==> src/verilog/stream_buffer_defines.svh <==
`ifndef STREAM_BUFFER_DEFINES_SVH
`define STREAM_BUFFER_DEFINES_SVH

// sizing for the capture buffer

// log2 of the fifo depth
// 4 gives a 16 word buffer
`define FIFO_ADDR_BITS 4

// number of entries in the fifo memory
// also the occupancy value that means full
`define FIFO_DEPTH (1 << `FIFO_ADDR_BITS)

// width of the delivered word counter
// wraps silently when it runs over
`define COUNT_BITS 16

// the level counter needs one bit more than a pointer
// so that 0 and FIFO_DEPTH can both be held

`endif
==> src/verilog/stream_buffer_pkg.sv <==
package stream_buffer_pkg;

   `include "stream_buffer_defines.svh"

   // one input byte as it arrives from the source
   typedef logic [7:0] byte_t;

   // one packed word, also used for the running checksum
   typedef logic [31:0] word_t;

   // byte position inside the word being filled, 0 is bits 7..0
   typedef logic [1:0] lane_t;

   // read or write pointer into the fifo memory
   typedef logic [`FIFO_ADDR_BITS-1:0] fifo_addr_t;

   // occupancy, one bit wider than a pointer
   // holds 0 up to FIFO_DEPTH inclusive
   typedef logic [`FIFO_ADDR_BITS:0] fifo_level_t;

   // number of words handed to the consumer
   typedef logic [`COUNT_BITS-1:0] count_t;

endpackage

==> src/verilog/stream_buffer_top.sv <==
`timescale 1ns/1ps

// byte stream capture buffer
// bytes in -> packer -> fifo -> checksum
// fourth byte to o_empty low is 2 cycles
// honoured pop to updated o_sum is 2 cycles

module stream_buffer_top (
   input  logic                      i_clk,
   input  logic                      i_rst,
   input  stream_buffer_pkg::byte_t  i_byte,
   input  logic                      i_byte_stb,
   input  logic                      i_pop,      // request one word
   output logic                      o_empty,
   output logic                      o_full,
   output logic                      o_overrun,  // sticky
   output logic                      o_underrun, // sticky
   output stream_buffer_pkg::word_t  o_sum,
   output stream_buffer_pkg::count_t o_count
);

   // packer to fifo
   stream_buffer_pkg::word_t pk_word;
   logic                     pk_write;

   // fifo to checksum
   stream_buffer_pkg::word_t ff_rd_data;
   logic                     ff_rd_valid;

   byte_packer pk0 (
      .i_clk      (i_clk),
      .i_rst      (i_rst),
      .i_byte     (i_byte),
      .i_byte_stb (i_byte_stb),
      .o_word     (pk_word),
      .o_write    (pk_write)
   );

   sync_fifo ff0 (
      .i_clk      (i_clk),
      .i_rst      (i_rst),
      .i_wr_data  (pk_word),
      .i_write    (pk_write),    // no back-pressure to the packer
      .i_pop      (i_pop),
      .o_rd_data  (ff_rd_data),
      .o_rd_valid (ff_rd_valid),
      .o_empty    (o_empty),
      .o_full     (o_full),
      .o_overrun  (o_overrun),
      .o_underrun (o_underrun)
   );

   word_checksum ck0 (
      .i_clk   (i_clk),
      .i_rst   (i_rst),
      .i_data  (ff_rd_data),
      .i_valid (ff_rd_valid), // only words that really left the fifo
      .o_sum   (o_sum),
      .o_count (o_count)
   );

   // all three blocks share the one clock and the synchronous reset
   // nothing else lives at this level

endmodule

==> src/verilog/word_checksum.sv <==
`timescale 1ns/1ps

// consumer side of the buffer
// adds every delivered word into a 32 bit running sum
// and counts how many words were delivered
// validity is decided by the fifo, so no flags are looked at here

module word_checksum (
   input  logic                      i_clk,
   input  logic                      i_rst,
   input  stream_buffer_pkg::word_t  i_data,  // word from the fifo
   input  logic                      i_valid, // i_data is a real delivery
   output stream_buffer_pkg::word_t  o_sum,   // running sum mod 2^32
   output stream_buffer_pkg::count_t o_count  // delivered words, wraps
);

   stream_buffer_pkg::word_t  next_sum;
   stream_buffer_pkg::count_t next_count;

   // carry out of bit 31 is simply lost
   assign next_sum   = o_sum + i_data;
   assign next_count = o_count + stream_buffer_pkg::count_t'(1);

   // both outputs move together, one cycle after the valid pulse
   always_ff @(posedge i_clk) begin
      if (i_rst) begin
         o_sum   <= '0;
         o_count <= '0;
      end else if (i_valid) begin
         o_sum   <= next_sum;
         o_count <= next_count;
      end
   end

   // no hold or clear inputs
   // the only way back to zero is reset
   // o_sum and o_count are visible every cycle, there is no strobe with them

   // the sum is order independent, so it catches lost or duplicated words
   // but not words delivered out of order
   // the byte order inside a word does matter, since the lanes weigh
   // differently in the sum

endmodule

==> src/verilog/sync_fifo.sv <==
`timescale 1ns/1ps

`include "stream_buffer_defines.svh"

// synchronous word fifo with clocked memory
// occupancy counter decides empty and full, no pointer compare tricks
// overrun and underrun are sticky until reset
// read data is registered and marked by a one cycle valid

module sync_fifo (
   input  logic                     i_clk,
   input  logic                     i_rst,
   input  stream_buffer_pkg::word_t i_wr_data,  // word from the producer
   input  logic                     i_write,    // write strobe
   input  logic                     i_pop,      // read request strobe
   output stream_buffer_pkg::word_t o_rd_data,  // registered read word
   output logic                     o_rd_valid, // o_rd_data holds a delivered word
   output logic                     o_empty,
   output logic                     o_full,
   output logic                     o_overrun,  // a write was dropped
   output logic                     o_underrun  // a pop hit an empty fifo
);

   localparam stream_buffer_pkg::fifo_level_t DEPTH_LVL =
      stream_buffer_pkg::fifo_level_t'(`FIFO_DEPTH);

   stream_buffer_pkg::word_t      mem [0:`FIFO_DEPTH-1]; // storage, no reset
   stream_buffer_pkg::fifo_addr_t wr_ptr;
   stream_buffer_pkg::fifo_addr_t rd_ptr;
   stream_buffer_pkg::fifo_level_t level;      // words currently held
   stream_buffer_pkg::fifo_level_t next_level;

   logic rd_ok;  // honoured pop
   logic wr_ok;  // accepted write
   logic is_empty;
   logic is_full;

   assign is_empty = (level == '0);
   assign is_full  = (level == DEPTH_LVL);

   // a pop only counts when something is stored
   assign rd_ok = i_pop & ~is_empty;

   // full still accepts a write if a pop frees a slot in the same cycle
   assign wr_ok = i_write & (~is_full | rd_ok);

   // occupancy after this cycle
   always_comb begin
      case ({wr_ok, rd_ok})
         2'b10:   next_level = level + stream_buffer_pkg::fifo_level_t'(1);
         2'b01:   next_level = level - stream_buffer_pkg::fifo_level_t'(1);
         default: next_level = level; // idle, or write and read cancel
      endcase
   end

   // pointers, level and the status levels
   always_ff @(posedge i_clk) begin
      if (i_rst) begin
         wr_ptr     <= '0;
         rd_ptr     <= '0;
         level      <= '0;
         o_empty    <= 1'b1;
         o_full     <= 1'b0;
         o_rd_valid <= 1'b0;
      end else begin
         if (wr_ok) begin
            wr_ptr <= wr_ptr + stream_buffer_pkg::fifo_addr_t'(1); // natural wrap
         end
         if (rd_ok) begin
            rd_ptr <= rd_ptr + stream_buffer_pkg::fifo_addr_t'(1);
         end
         level      <= next_level;
         o_empty    <= (next_level == '0);      // registered from next level
         o_full     <= (next_level == DEPTH_LVL);
         o_rd_valid <= rd_ok;
      end
   end

   // sticky error flags
   always_ff @(posedge i_clk) begin
      if (i_rst) begin
         o_overrun  <= 1'b0;
         o_underrun <= 1'b0;
      end else begin
         if (i_write & ~wr_ok) begin
            o_overrun <= 1'b1;  // word lost, source has no way to wait
         end
         if (i_pop & is_empty) begin
            o_underrun <= 1'b1; // nothing to hand out
         end
      end
   end

   // memory write port
   always_ff @(posedge i_clk) begin
      if (wr_ok) begin
         mem[wr_ptr] <= i_wr_data;
      end
   end

   // memory read port
   // when full with a write and read together both hit the same slot,
   // the read takes the old word since both are nonblocking
   always_ff @(posedge i_clk) begin
      if (rd_ok) begin
         o_rd_data <= mem[rd_ptr];
      end
   end

endmodule

==> src/verilog/byte_packer.sv <==
`timescale 1ns/1ps

// gathers four byte strobes into one little-endian word
// first byte of a group lands in bits 7..0, fourth in bits 31..24
// the finished word goes out with a single cycle write pulse
// there is no back-pressure, a word is pushed whether or not the fifo can take it

module byte_packer (
   input  logic                      i_clk,
   input  logic                      i_rst,
   input  stream_buffer_pkg::byte_t  i_byte,     // incoming byte
   input  logic                      i_byte_stb, // one cycle per byte
   output stream_buffer_pkg::word_t  o_word,     // assembled word to the fifo
   output logic                      o_write     // pulses with o_word
);

   stream_buffer_pkg::lane_t lane;      // lane that the next byte fills
   stream_buffer_pkg::word_t asm_word;  // partial word under construction
   stream_buffer_pkg::word_t next_word; // asm_word with the current byte merged in
   logic                     last_lane; // this strobe completes the word

   assign last_lane = (lane == stream_buffer_pkg::lane_t'(3));

   // drop the incoming byte into its lane
   always_comb begin
      next_word = asm_word;
      next_word[{lane, 3'b000} +: 8] = i_byte; // lane*8 as a bit offset
   end

   // lane counter and write pulse
   always_ff @(posedge i_clk) begin
      if (i_rst) begin
         lane    <= '0;
         o_write <= 1'b0;
      end else begin
         o_write <= 1'b0; // default, only high for one cycle
         if (i_byte_stb) begin
            lane <= lane + stream_buffer_pkg::lane_t'(1); // wraps 3 -> 0 by itself
            if (last_lane) begin
               o_write <= 1'b1;
            end
         end
      end
   end

   // payload registers
   always_ff @(posedge i_clk) begin
      if (i_byte_stb) begin
         asm_word <= next_word; // lanes not yet written keep stale bytes
         if (last_lane) begin
            o_word <= next_word; // complete word, lines up with o_write
         end
      end
   end

   // note that stale bytes in asm_word never leak out
   // every lane is overwritten before the fourth strobe registers the word

   // one byte per cycle at most, so the packer can emit a word every
   // fourth cycle, well within what the fifo accepts per cycle

endmodule

==> config.mk <==
export PLATFORM = sky130hd
export DESIGN_NAME = stream_buffer_top
export DESIGN_NICKNAME = d
export VERILOG_FILES = /design/src/verilog/stream_buffer_pkg.sv /design/src/verilog/stream_buffer_top.sv /design/src/verilog/word_checksum.sv /design/src/verilog/sync_fifo.sv /design/src/verilog/byte_packer.sv
export VERILOG_INCLUDE_DIRS = /design/src /design/src/verilog
export SDC_FILE = /design/constraint.sdc
export NUM_CORES = 1
export LEC_CHECK = 0
export BUFFER_PORTS_ARGS = -buffer_cell sky130_fd_sc_hd__buf_2
export CORE_MARGIN = 4
export CORE_UTILIZATION = 30
export CTS_CLUSTER_SIZE = 40
export DETAILED_ROUTE_END_ITERATION = 10
export GPL_ROUTABILITY_DRIVEN = 0
export PLACE_DENSITY_LB_ADDON = 0.12
export SLEW_MARGIN = 15
export SYNTH_ARGS = -nofsm -noshare
export SYNTH_HDL_FRONTEND = slang
export SYNTH_SLANG_ARGS = --single-unit
==> constraint.sdc <==
create_clock -name i_clk -period 9.2 [get_ports i_clk]
set_clock_uncertainty 0.05 [all_clocks]
set_input_delay 0.92 -clock i_clk [delete_from_list [all_inputs] [get_ports i_clk]]
set_output_delay 0.92 -clock i_clk [all_outputs]
set_load 0.05 [all_outputs]
==> results of run 1 <==
area by class of cell:
cell class / instances / area [sq um] / area share (%)
flip-flops and latches: 677 / 19700 / 62.5
multi-input cells: 713 / 7270 / 23.1
clock buffers: 102 / 2090 / 6.65
well taps: 1176 / 1470 / 4.68
repair buffers: 89 / 510 / 1.62
clock inverters: 37 / 254 / 0.807
inverters: 52 / 195 / 0.621
diodes: 5 / 12.5 / 0.0398
sequential cells by signal, summed over array words and instances, names as in the netlist, 2 cells and up:
register / count
ff0.mem: 512
ck0.o_sum: 32
pk0.o_word: 32
ff0.rd_ptr: 4
ff0.wr_ptr: 4
ff0.o_rd_data: 32
ck0.o_count: 16
pk0.lane: 2
pk0.asm_word: 32
ff0.level: 5
worst max-delay path, cell delays in order (launching register included):
cell,delay (ns)
dfxtp_4,1.04
buf_4,0.85
mux4_2,0.61
mux4_2,0.48
metal layers:
metal / GRT usage (%) / part of all wire [%] / routed length (um) / up-vias
met2: 23.1 / 47 / 32400 / 292
met3: 2.33 / 3.9 / 2730 / 102
met4: 4.24 / 2.3 / 1580 / 0
met1: 20.5 / 47 / 32500 / 7400
met5: 0 / 0 / 0 / -
li1: - / - / - / 6240
worst max-delay path by stage:
stage / startpoint / end / slack, ns / cells past startpoint
floorplan: i_pop / ff0.mem[3][0]$_DFFE_PP_ / 4.27 / 4
global placement: i_pop / ff0.mem[13][20]$_DFFE_PP_ / 5.61 / 7
detailed placement: i_pop / ff0.mem[12][19]$_DFFE_PP_ / 5.58 / 7
CTS: ff0.rd_ptr[0]$_SDFFE_PP0N_ / ff0.o_rd_data[27]$_DFFE_PN_ / 5.67 / 3
global route: ff0.rd_ptr[0]$_SDFFE_PP0N_ / ff0.o_rd_data[23]$_DFFE_PN_ / 5.50 / 3
finish: ff0.rd_ptr[0]$_SDFFE_PP0N_ / ff0.o_rd_data[27]$_DFFE_PN_ / 5.81 / 3
cell usage after synthesis (all sizes together), types with 2 or more instances:
| library cell | number | area share, % |
|---|---|---|
| a221oi | 2 | 0.087 |
| buf | 18 | 0.30 |
| o31ai | 4 | 0.15 |
| nand4 | 13 | 0.30 |
| mux2i | 18 | 0.66 |
| o221ai | 2 | 0.064 |
| a21oi | 43 | 0.79 |
| a211oi | 8 | 0.22 |
| xor2 | 33 | 1.1 |
| a21o | 10 | 0.28 |
| nand2 | 84 | 1.2 |
| nand2b | 11 | 0.25 |
| nor4bb | 2 | 0.073 |
| ha | 46 | 2.1 |
| dfxtp | 69 | 5.1 |
| a41oi | 3 | 0.12 |
| and2 | 14 | 0.32 |
| nor2b | 10 | 0.23 |
| mux4 | 160 | 13 |
| o21bai | 6 | 0.17 |
| o21ai | 61 | 1.1 |
| a211o | 5 | 0.16 |
| a31oi | 7 | 0.16 |
| inv | 52 | 0.72 |
| edfxtp | 608 | 67 |
| o32ai | 2 | 0.064 |
| o211ai | 7 | 0.21 |
| nor4 | 6 | 0.14 |
| nor3 | 7 | 0.17 |
| or3 | 2 | 0.046 |
| nor2 | 76 | 1.0 |
| and3 | 11 | 0.25 |
| o22ai | 4 | 0.092 |
| fa | 2 | 0.15 |
| o21a | 5 | 0.14 |
| nand3 | 17 | 0.31 |
| xnor2 | 14 | 0.45 |
| clkbuf | 45 | 0.62 |
kinds of logic (layout without fill, tap and decap cells):
kind of cell    after synthesis  after routing  synth area share [%]
flops                       677            677                  72.0
simple gates                260            260                  4.50
compound gates              179            179                  4.20
mux                         179            179                  13.9
buf+inv                     115            280                  1.63
fa+ha+maj                    48             48                  2.26
xor+xnor                     47             47                  1.51
other cells                   0              5                     0
through the flow:
step                hold WS, ns  std cells  util, %
finish                    0.420       2851     34.9
detailed placement        0.414       2707     32.3
global placement          0.414       2707     32.3
global route              0.460       2846     34.9
CTS                       0.425       2846     34.9
floorplan                 0.432       1505        -
power groups by stage:
stage          Combinational (mW)  Clock (mW)  Sequential (mW)
2_1_floorplan                1.16           0             3.77
3_3_place_gp                 1.66           0             3.77
3_5_place_dp                 1.67           0             3.77
4_1_cts                      1.68        2.98             3.70
5_1_grt                      1.81        3.10             3.72
6_report                     1.65        2.88             3.70
==> reports/metrics.yaml, run 1 <==
status: "complete, but fails checks"
violations: "antenna violations"
intPower_mw: 5.82
cts_buffer_depth: 3
synth_cell_types: 66
endpoint_kind: "register"
layout_commonest_cell: "edfxtp_1"
drt_iter0_markers: 1099
syn_area_per_cell_sq_um: 18.1
first_global_vias: 14500
start_util_pct: 30.3
peakVddDrop_uv: 135
cts_tree: "built"
grt_pass1_wl_um: 101000
r2r_cells: 3
ant_nets: 1
pre_cts_ws_ns: 5.58
post-route-drc-count: 0
holdPathStages: 2
dpl_cell_area_sq_um: 29100
ctsHoldBuffers: 0
switching_share_pct: 29.2
syn-instance-count: 1505
synth_enable_flop_cells: 608
fmax_ghz: 0.295
timing.final.crit_share_pct: 36.8
critical_path_class: "register to register"
setup_tns_ns: 0
hold_violations: 0
syn_nets: 1565
ys_warn_count: 0
fill_cells: 8462
layout_common_cells: "edfxtp_1 (608), mux4_2 (160), nand2_1 (84)"
critPathLaunchType: "register"
clkPwrFrac_pct: 35.0
cts.clk_slew.worst_paths_ns: 0.05
cts.sinks: 677
drv_slew: 0
r2r_start: "ff0.rd_ptr[0]$_SDFFE_PP0N_"
ys_seq_area_share_pct: 72.0
ctsResizeCount: 0
pwr-share-comb_pct: 20.1
worstSkewPairLatency_ns: 0.62
final_area_sq_um: 31500
power.density_nw_per_um2: 262
hold_class: "register to register"
drt-pass1-iter-count: 5
die_h_um: 310
setup_viol: 0
die_w_um: 310
required_ns: 9.49
rsz0062_at_grt: "false"
dp_hpwl_um: 40500
hp-start: "ck0.o_sum[19]$_SDFFE_PP0P_"
rows: 110
power_frac_seq_pct: 44.9
ioPinCount: 64
cts_root_buf: "clkbuf_16"
post-cts-setup-buffers: 0
reg2reg_to: "ff0.o_rd_data[27]$_DFFE_PN_"
synthFlopType: "edfxtp_1"
nets: 1671
power_mw: 8.23
relSlewSlack_pct: 25.0
post-route-min-period_ns: 3.39
antenna_found_initial: 6
vias: 14000
cts_made_buffers: 78
drv_cap: 0
via_per_inst: 4.92
setup_ws_ns: 5.81
port-buffer-count: 63
worstHoldEndpoint: "ck0.o_sum[19]$_SDFFE_PP0P_"
arrival_ns: 3.67
leakagePower_nw: 10.2
totalWireLength_um: 69200
ys_seq_elements: 677
grt_max_degree: 60
area_growth_syn_to_layout_pct: 15.3
htree_levels: 3
power.switching_mw: 2.41
die_area_sq_um: 95800
r2r_slack_ns: 5.81
grtUsageTotal_pct: 14.4
syn_area_sq_um: 27300
wire_per_inst_um: 24.3
worst_pin_slew_ns: 1.13
grt.overflow.total: 0
ys_async_sr_fraction_pct: 0
path_max_fanout: 47
drive_gt1_share_pct: 23.5
core_area_sq_um: 90100
Note: power is estimated with default switching activity, not from simulation.
==> inputs of run 2 (changes only) <==
--- a/config.mk
+++ b/config.mk
@@ -6,6 +6,7 @@
 export SDC_FILE = /design/constraint.sdc
 export NUM_CORES = 1
 export LEC_CHECK = 0
+export ABC_AREA = 1
 export BUFFER_PORTS_ARGS = -buffer_cell sky130_fd_sc_hd__buf_2
 export CORE_MARGIN = 4
 export CORE_UTILIZATION = 30
==> constraint.sdc (replaced) <==
create_clock -name i_clk -period 2.94 [get_ports i_clk]
set_clock_uncertainty 0.05 [all_clocks]
set_input_delay 0.294 -clock i_clk [delete_from_list [all_inputs] [get_ports i_clk]]
set_output_delay 0.294 -clock i_clk [all_outputs]
set_load 0.05 [all_outputs]
==> run 2 against run 1 <==
Against the previous run: the flow now finishes without violations; total power grew to 3.3 times the previous value; via count is 35% higher; sequential power grew to 3.1 times the previous value; clock-buffer cell count is 6 lower; largest power group unchanged; hold slack worse by 0.29 ns; clock power grew to 3.3 times the previous value; cell count is 37% higher; global-route usage is 2.1 points higher; highest routed layer unchanged; design area is 5.5% higher; setup slack worse by 5.2 ns; sequential cell count stayed put.
==> reports/metrics.yaml, run 2 <==
status: "complete, no violations"
syn_area_sq_um: 28600  # +4.8%
nets: 2634  # +58%
ys_seq_area_share_pct: 68.7  # -3.3 points
worstSkewPairLatency_ns: 0.63  # about the same
via_per_inst: 4.87  # -1.2%
synth_enable_flop_cells: 608  # unchanged
worst_pin_slew_ns: 1.06  # -0.0669 ns
yosysMostFrequentCell: "edfxtp_1"
post-route-drc-count: 0  # unchanged
cts_made_buffers: 78  # unchanged
required_ns: 3.43  # -6.06 ns
critPathMaxStageDelay_ns: 0.54  # -0.50 ns
setup_viol: 0  # unchanged
critical_path_class: "register to register"
drt_iter0_markers: 1318  # +20%
syn-instance-count: 2492  # +66%
grt_max_degree: 131  # +120%
top_register: "ff0.mem"
port-buffer-count: 63  # unchanged
dp_hpwl_um: 51600  # +27%
ys_seq_elements: 677  # unchanged
core_area_sq_um: 93900  # +4.1%
totalWireLength_um: 82900  # +20%
synth.area.top_cells: "edfxtp_1 (64%), nor2_1 (5.4%), dfxtp_1 (4.8%)"
antenna_found_initial: 4  # -2
post-cts-setup-buffers: 0  # unchanged
die_w_um: 317  # +2.3%
first_global_vias: 18800  # +29%
synthFlopType: "edfxtp_1"
synth_cell_types: 40  # -39%
peakVddDrop_uv: 399  # +200%
syn_nets: 2552  # +63%
relSlewSlack_pct: 29.3  # +4.4 points
ys_async_sr_fraction_pct: 0  # unchanged
crit_chain: "ha_1, nand2_1, inv_1, nand2_1, nand2_1, inv_1, nand3_1, nand3_1, nand3_1, nand3_1, nand2_1, inv_1"
die_h_um: 317  # +2.3%
path_max_fanout: 4  # -91%
ioPinCount: 64  # unchanged
wire_per_inst_um: 21.3  # -12%
ctsResizeCount: 0  # unchanged
drv_slew: 0  # unchanged
arrival_ns: 2.82  # -0.85 ns
setup_ws_ns: 0.606  # -5.21 ns
start_util_pct: 30.4  # +0.18 points
grtUsageTotal_pct: 16.5  # +2.1 points
critPathLaunchType: "register"
area_growth_syn_to_layout_pct: 16.1
grt.overflow.total: 0  # unchanged
drt-pass1-iter-count: 5  # unchanged
ys_warn_count: 0  # unchanged
vias: 18900  # +35%
hold_class: "input port to register"
timing.final.crit_share_pct: 79.4  # +43 points
ctsHoldBuffers: 1  # +1
post-route-util_pct: 35.3  # +0.45 points
cts.clk_slew.worst_paths_ns: 0.07  # +0.02 ns
syn_area_per_cell_sq_um: 11.5  # -37%
cts.sinks: 677  # unchanged
cts_buffer_depth: 3  # unchanged
rows: 112  # +1.8%
pre_cts_ws_ns: 0.554  # -5.03 ns
largest_reg_flops: 512  # unchanged
cts_tree: "built"
endpoint_kind: "register"
drv_cap: 0  # unchanged
layout_commonest_cell: "edfxtp_1"
post-route-min-period_ns: 2.33  # -1.05 ns
die_area_sq_um: 100000  # +4.6%
htree_levels: 3  # unchanged
ant_nets: 0  # -1
netlist_top_cells_count: "edfxtp_1 (608), nor2_1 (413), nand2_1 (325)"
leakagePower_nw: 12.1  # +19%
cts_root_buf: "clkbuf_16"
fmax_ghz: 0.428  # +45%
power.density_nw_per_um2: 824  # +220%
drive_gt1_share_pct: 10.3  # -13 points
rsz0062_at_grt: "false"
slowest_stage: "edfxtp_1"
setup_tns_ns: 0  # unchanged
hold_violations: 0  # unchanged
grt_pass1_wl_um: 124000  # +23%
synth_top_area_cell: "edfxtp_1"
synth.top_cell.area_share_pct: 63.9  # -3.0 points
layout_common_cells: "edfxtp_1 (608), nor2_1 (397), nand2_1 (325)"
[run 2: changes by cell type after synthesis, sizes merged, moves of 49 or more]
cell    before  now
mux4       160    0
o221ai       2   67
o21ai       61  291
nor2        76  417
o22ai        4   85
nand2       84  329
inv         52  225
nand3       17   66
o211ai       7   61
[run 2: through the flow]
| step | cells | power, mW | instance area (sq um) | hold WS [ns] |
|---|---|---|---|---|
| 2_1_floorplan | 2492 | 15.9 | 28600 | 0.338 |
| 3_3_place_gp | 3747 | 18.1 | 30700 | 0.398 |
| 3_5_place_dp | 3747 | 18.1 | 30700 | 0.410 |
| 4_1_cts | 3891 | 27.7 | 33200 | 0.0889 |
| 5_1_grt | 3891 | 28.9 | 33200 | 0.149 |
| 6_report | 3893 | 27.4 | 33200 | 0.129 |
[run 2: per-layer routing]
layer | wire [um] | GRT usage, %
met2 | 39800 | 27.7
met5 | 0 | 0
met4 | 2380 | 5.40
met1 | 37600 | 22.0
met3 | 3220 | 2.55
[run 2: logic make-up (layout without fill, tap and decap cells)]
group | count (synthesis) | after routing | share of synthesized area (%)
and+or+nand+nor | 830 | 830 | 11.4
xor gates and xnor gates | 19 | 19 | 0.582
adders and majority gates | 48 | 48 | 2.15
DFF | 677 | 677 | 68.7
buffers and inverters | 353 | 498 | 5.27
other | 0 | 2 | 0
AOI/OAI and AO/OA | 565 | 565 | 11.9
[run 2: report_power, final]
part / switching, mW / internal (mW)
clock: 4.01 / 5.55
sequential: 0.380 / 10.9
combinational: 4.65 / 1.87
[run 2: cell type report]
type	count	area (sq um)
multi-input combinational	1462	7560
fill	9259	60700
tap	1254	1570
sequential	677	19700
clock buffer	96	2020
inverter	226	855
clock inverter	47	480
antenna	2	5.00
timing repair buffer	129	1050
[run 2: worst paths after layout]
check | from | depth (start not counted) | to | slack [ns]
worst max-delay path | ff0.o_rd_data[7]$_DFFE_PN_ | 12 | ck0.o_sum[25]$_SDFFE_PP0P_ | 0.61
worst min-delay path | i_byte[0] | 3 | pk0.asm_word[0]$_DFFE_PP_ | 0.13
worst max register to register | ff0.o_rd_data[7]$_DFFE_PN_ | 12 | ck0.o_sum[25]$_SDFFE_PP0P_ | 0.61
worst min register to register | ff0.o_underrun$_SDFFE_PP0P_ | 2 | ff0.o_underrun$_SDFFE_PP0P_ | 0.42
[run 2: worst max-delay path: cells and delay by family, from the launching register on]
family,cells,cell delay (ns)
buf+inv,3,0.17
flops,1,0.54
simple gates,8,1.05
fa+ha+maj,1,0.43
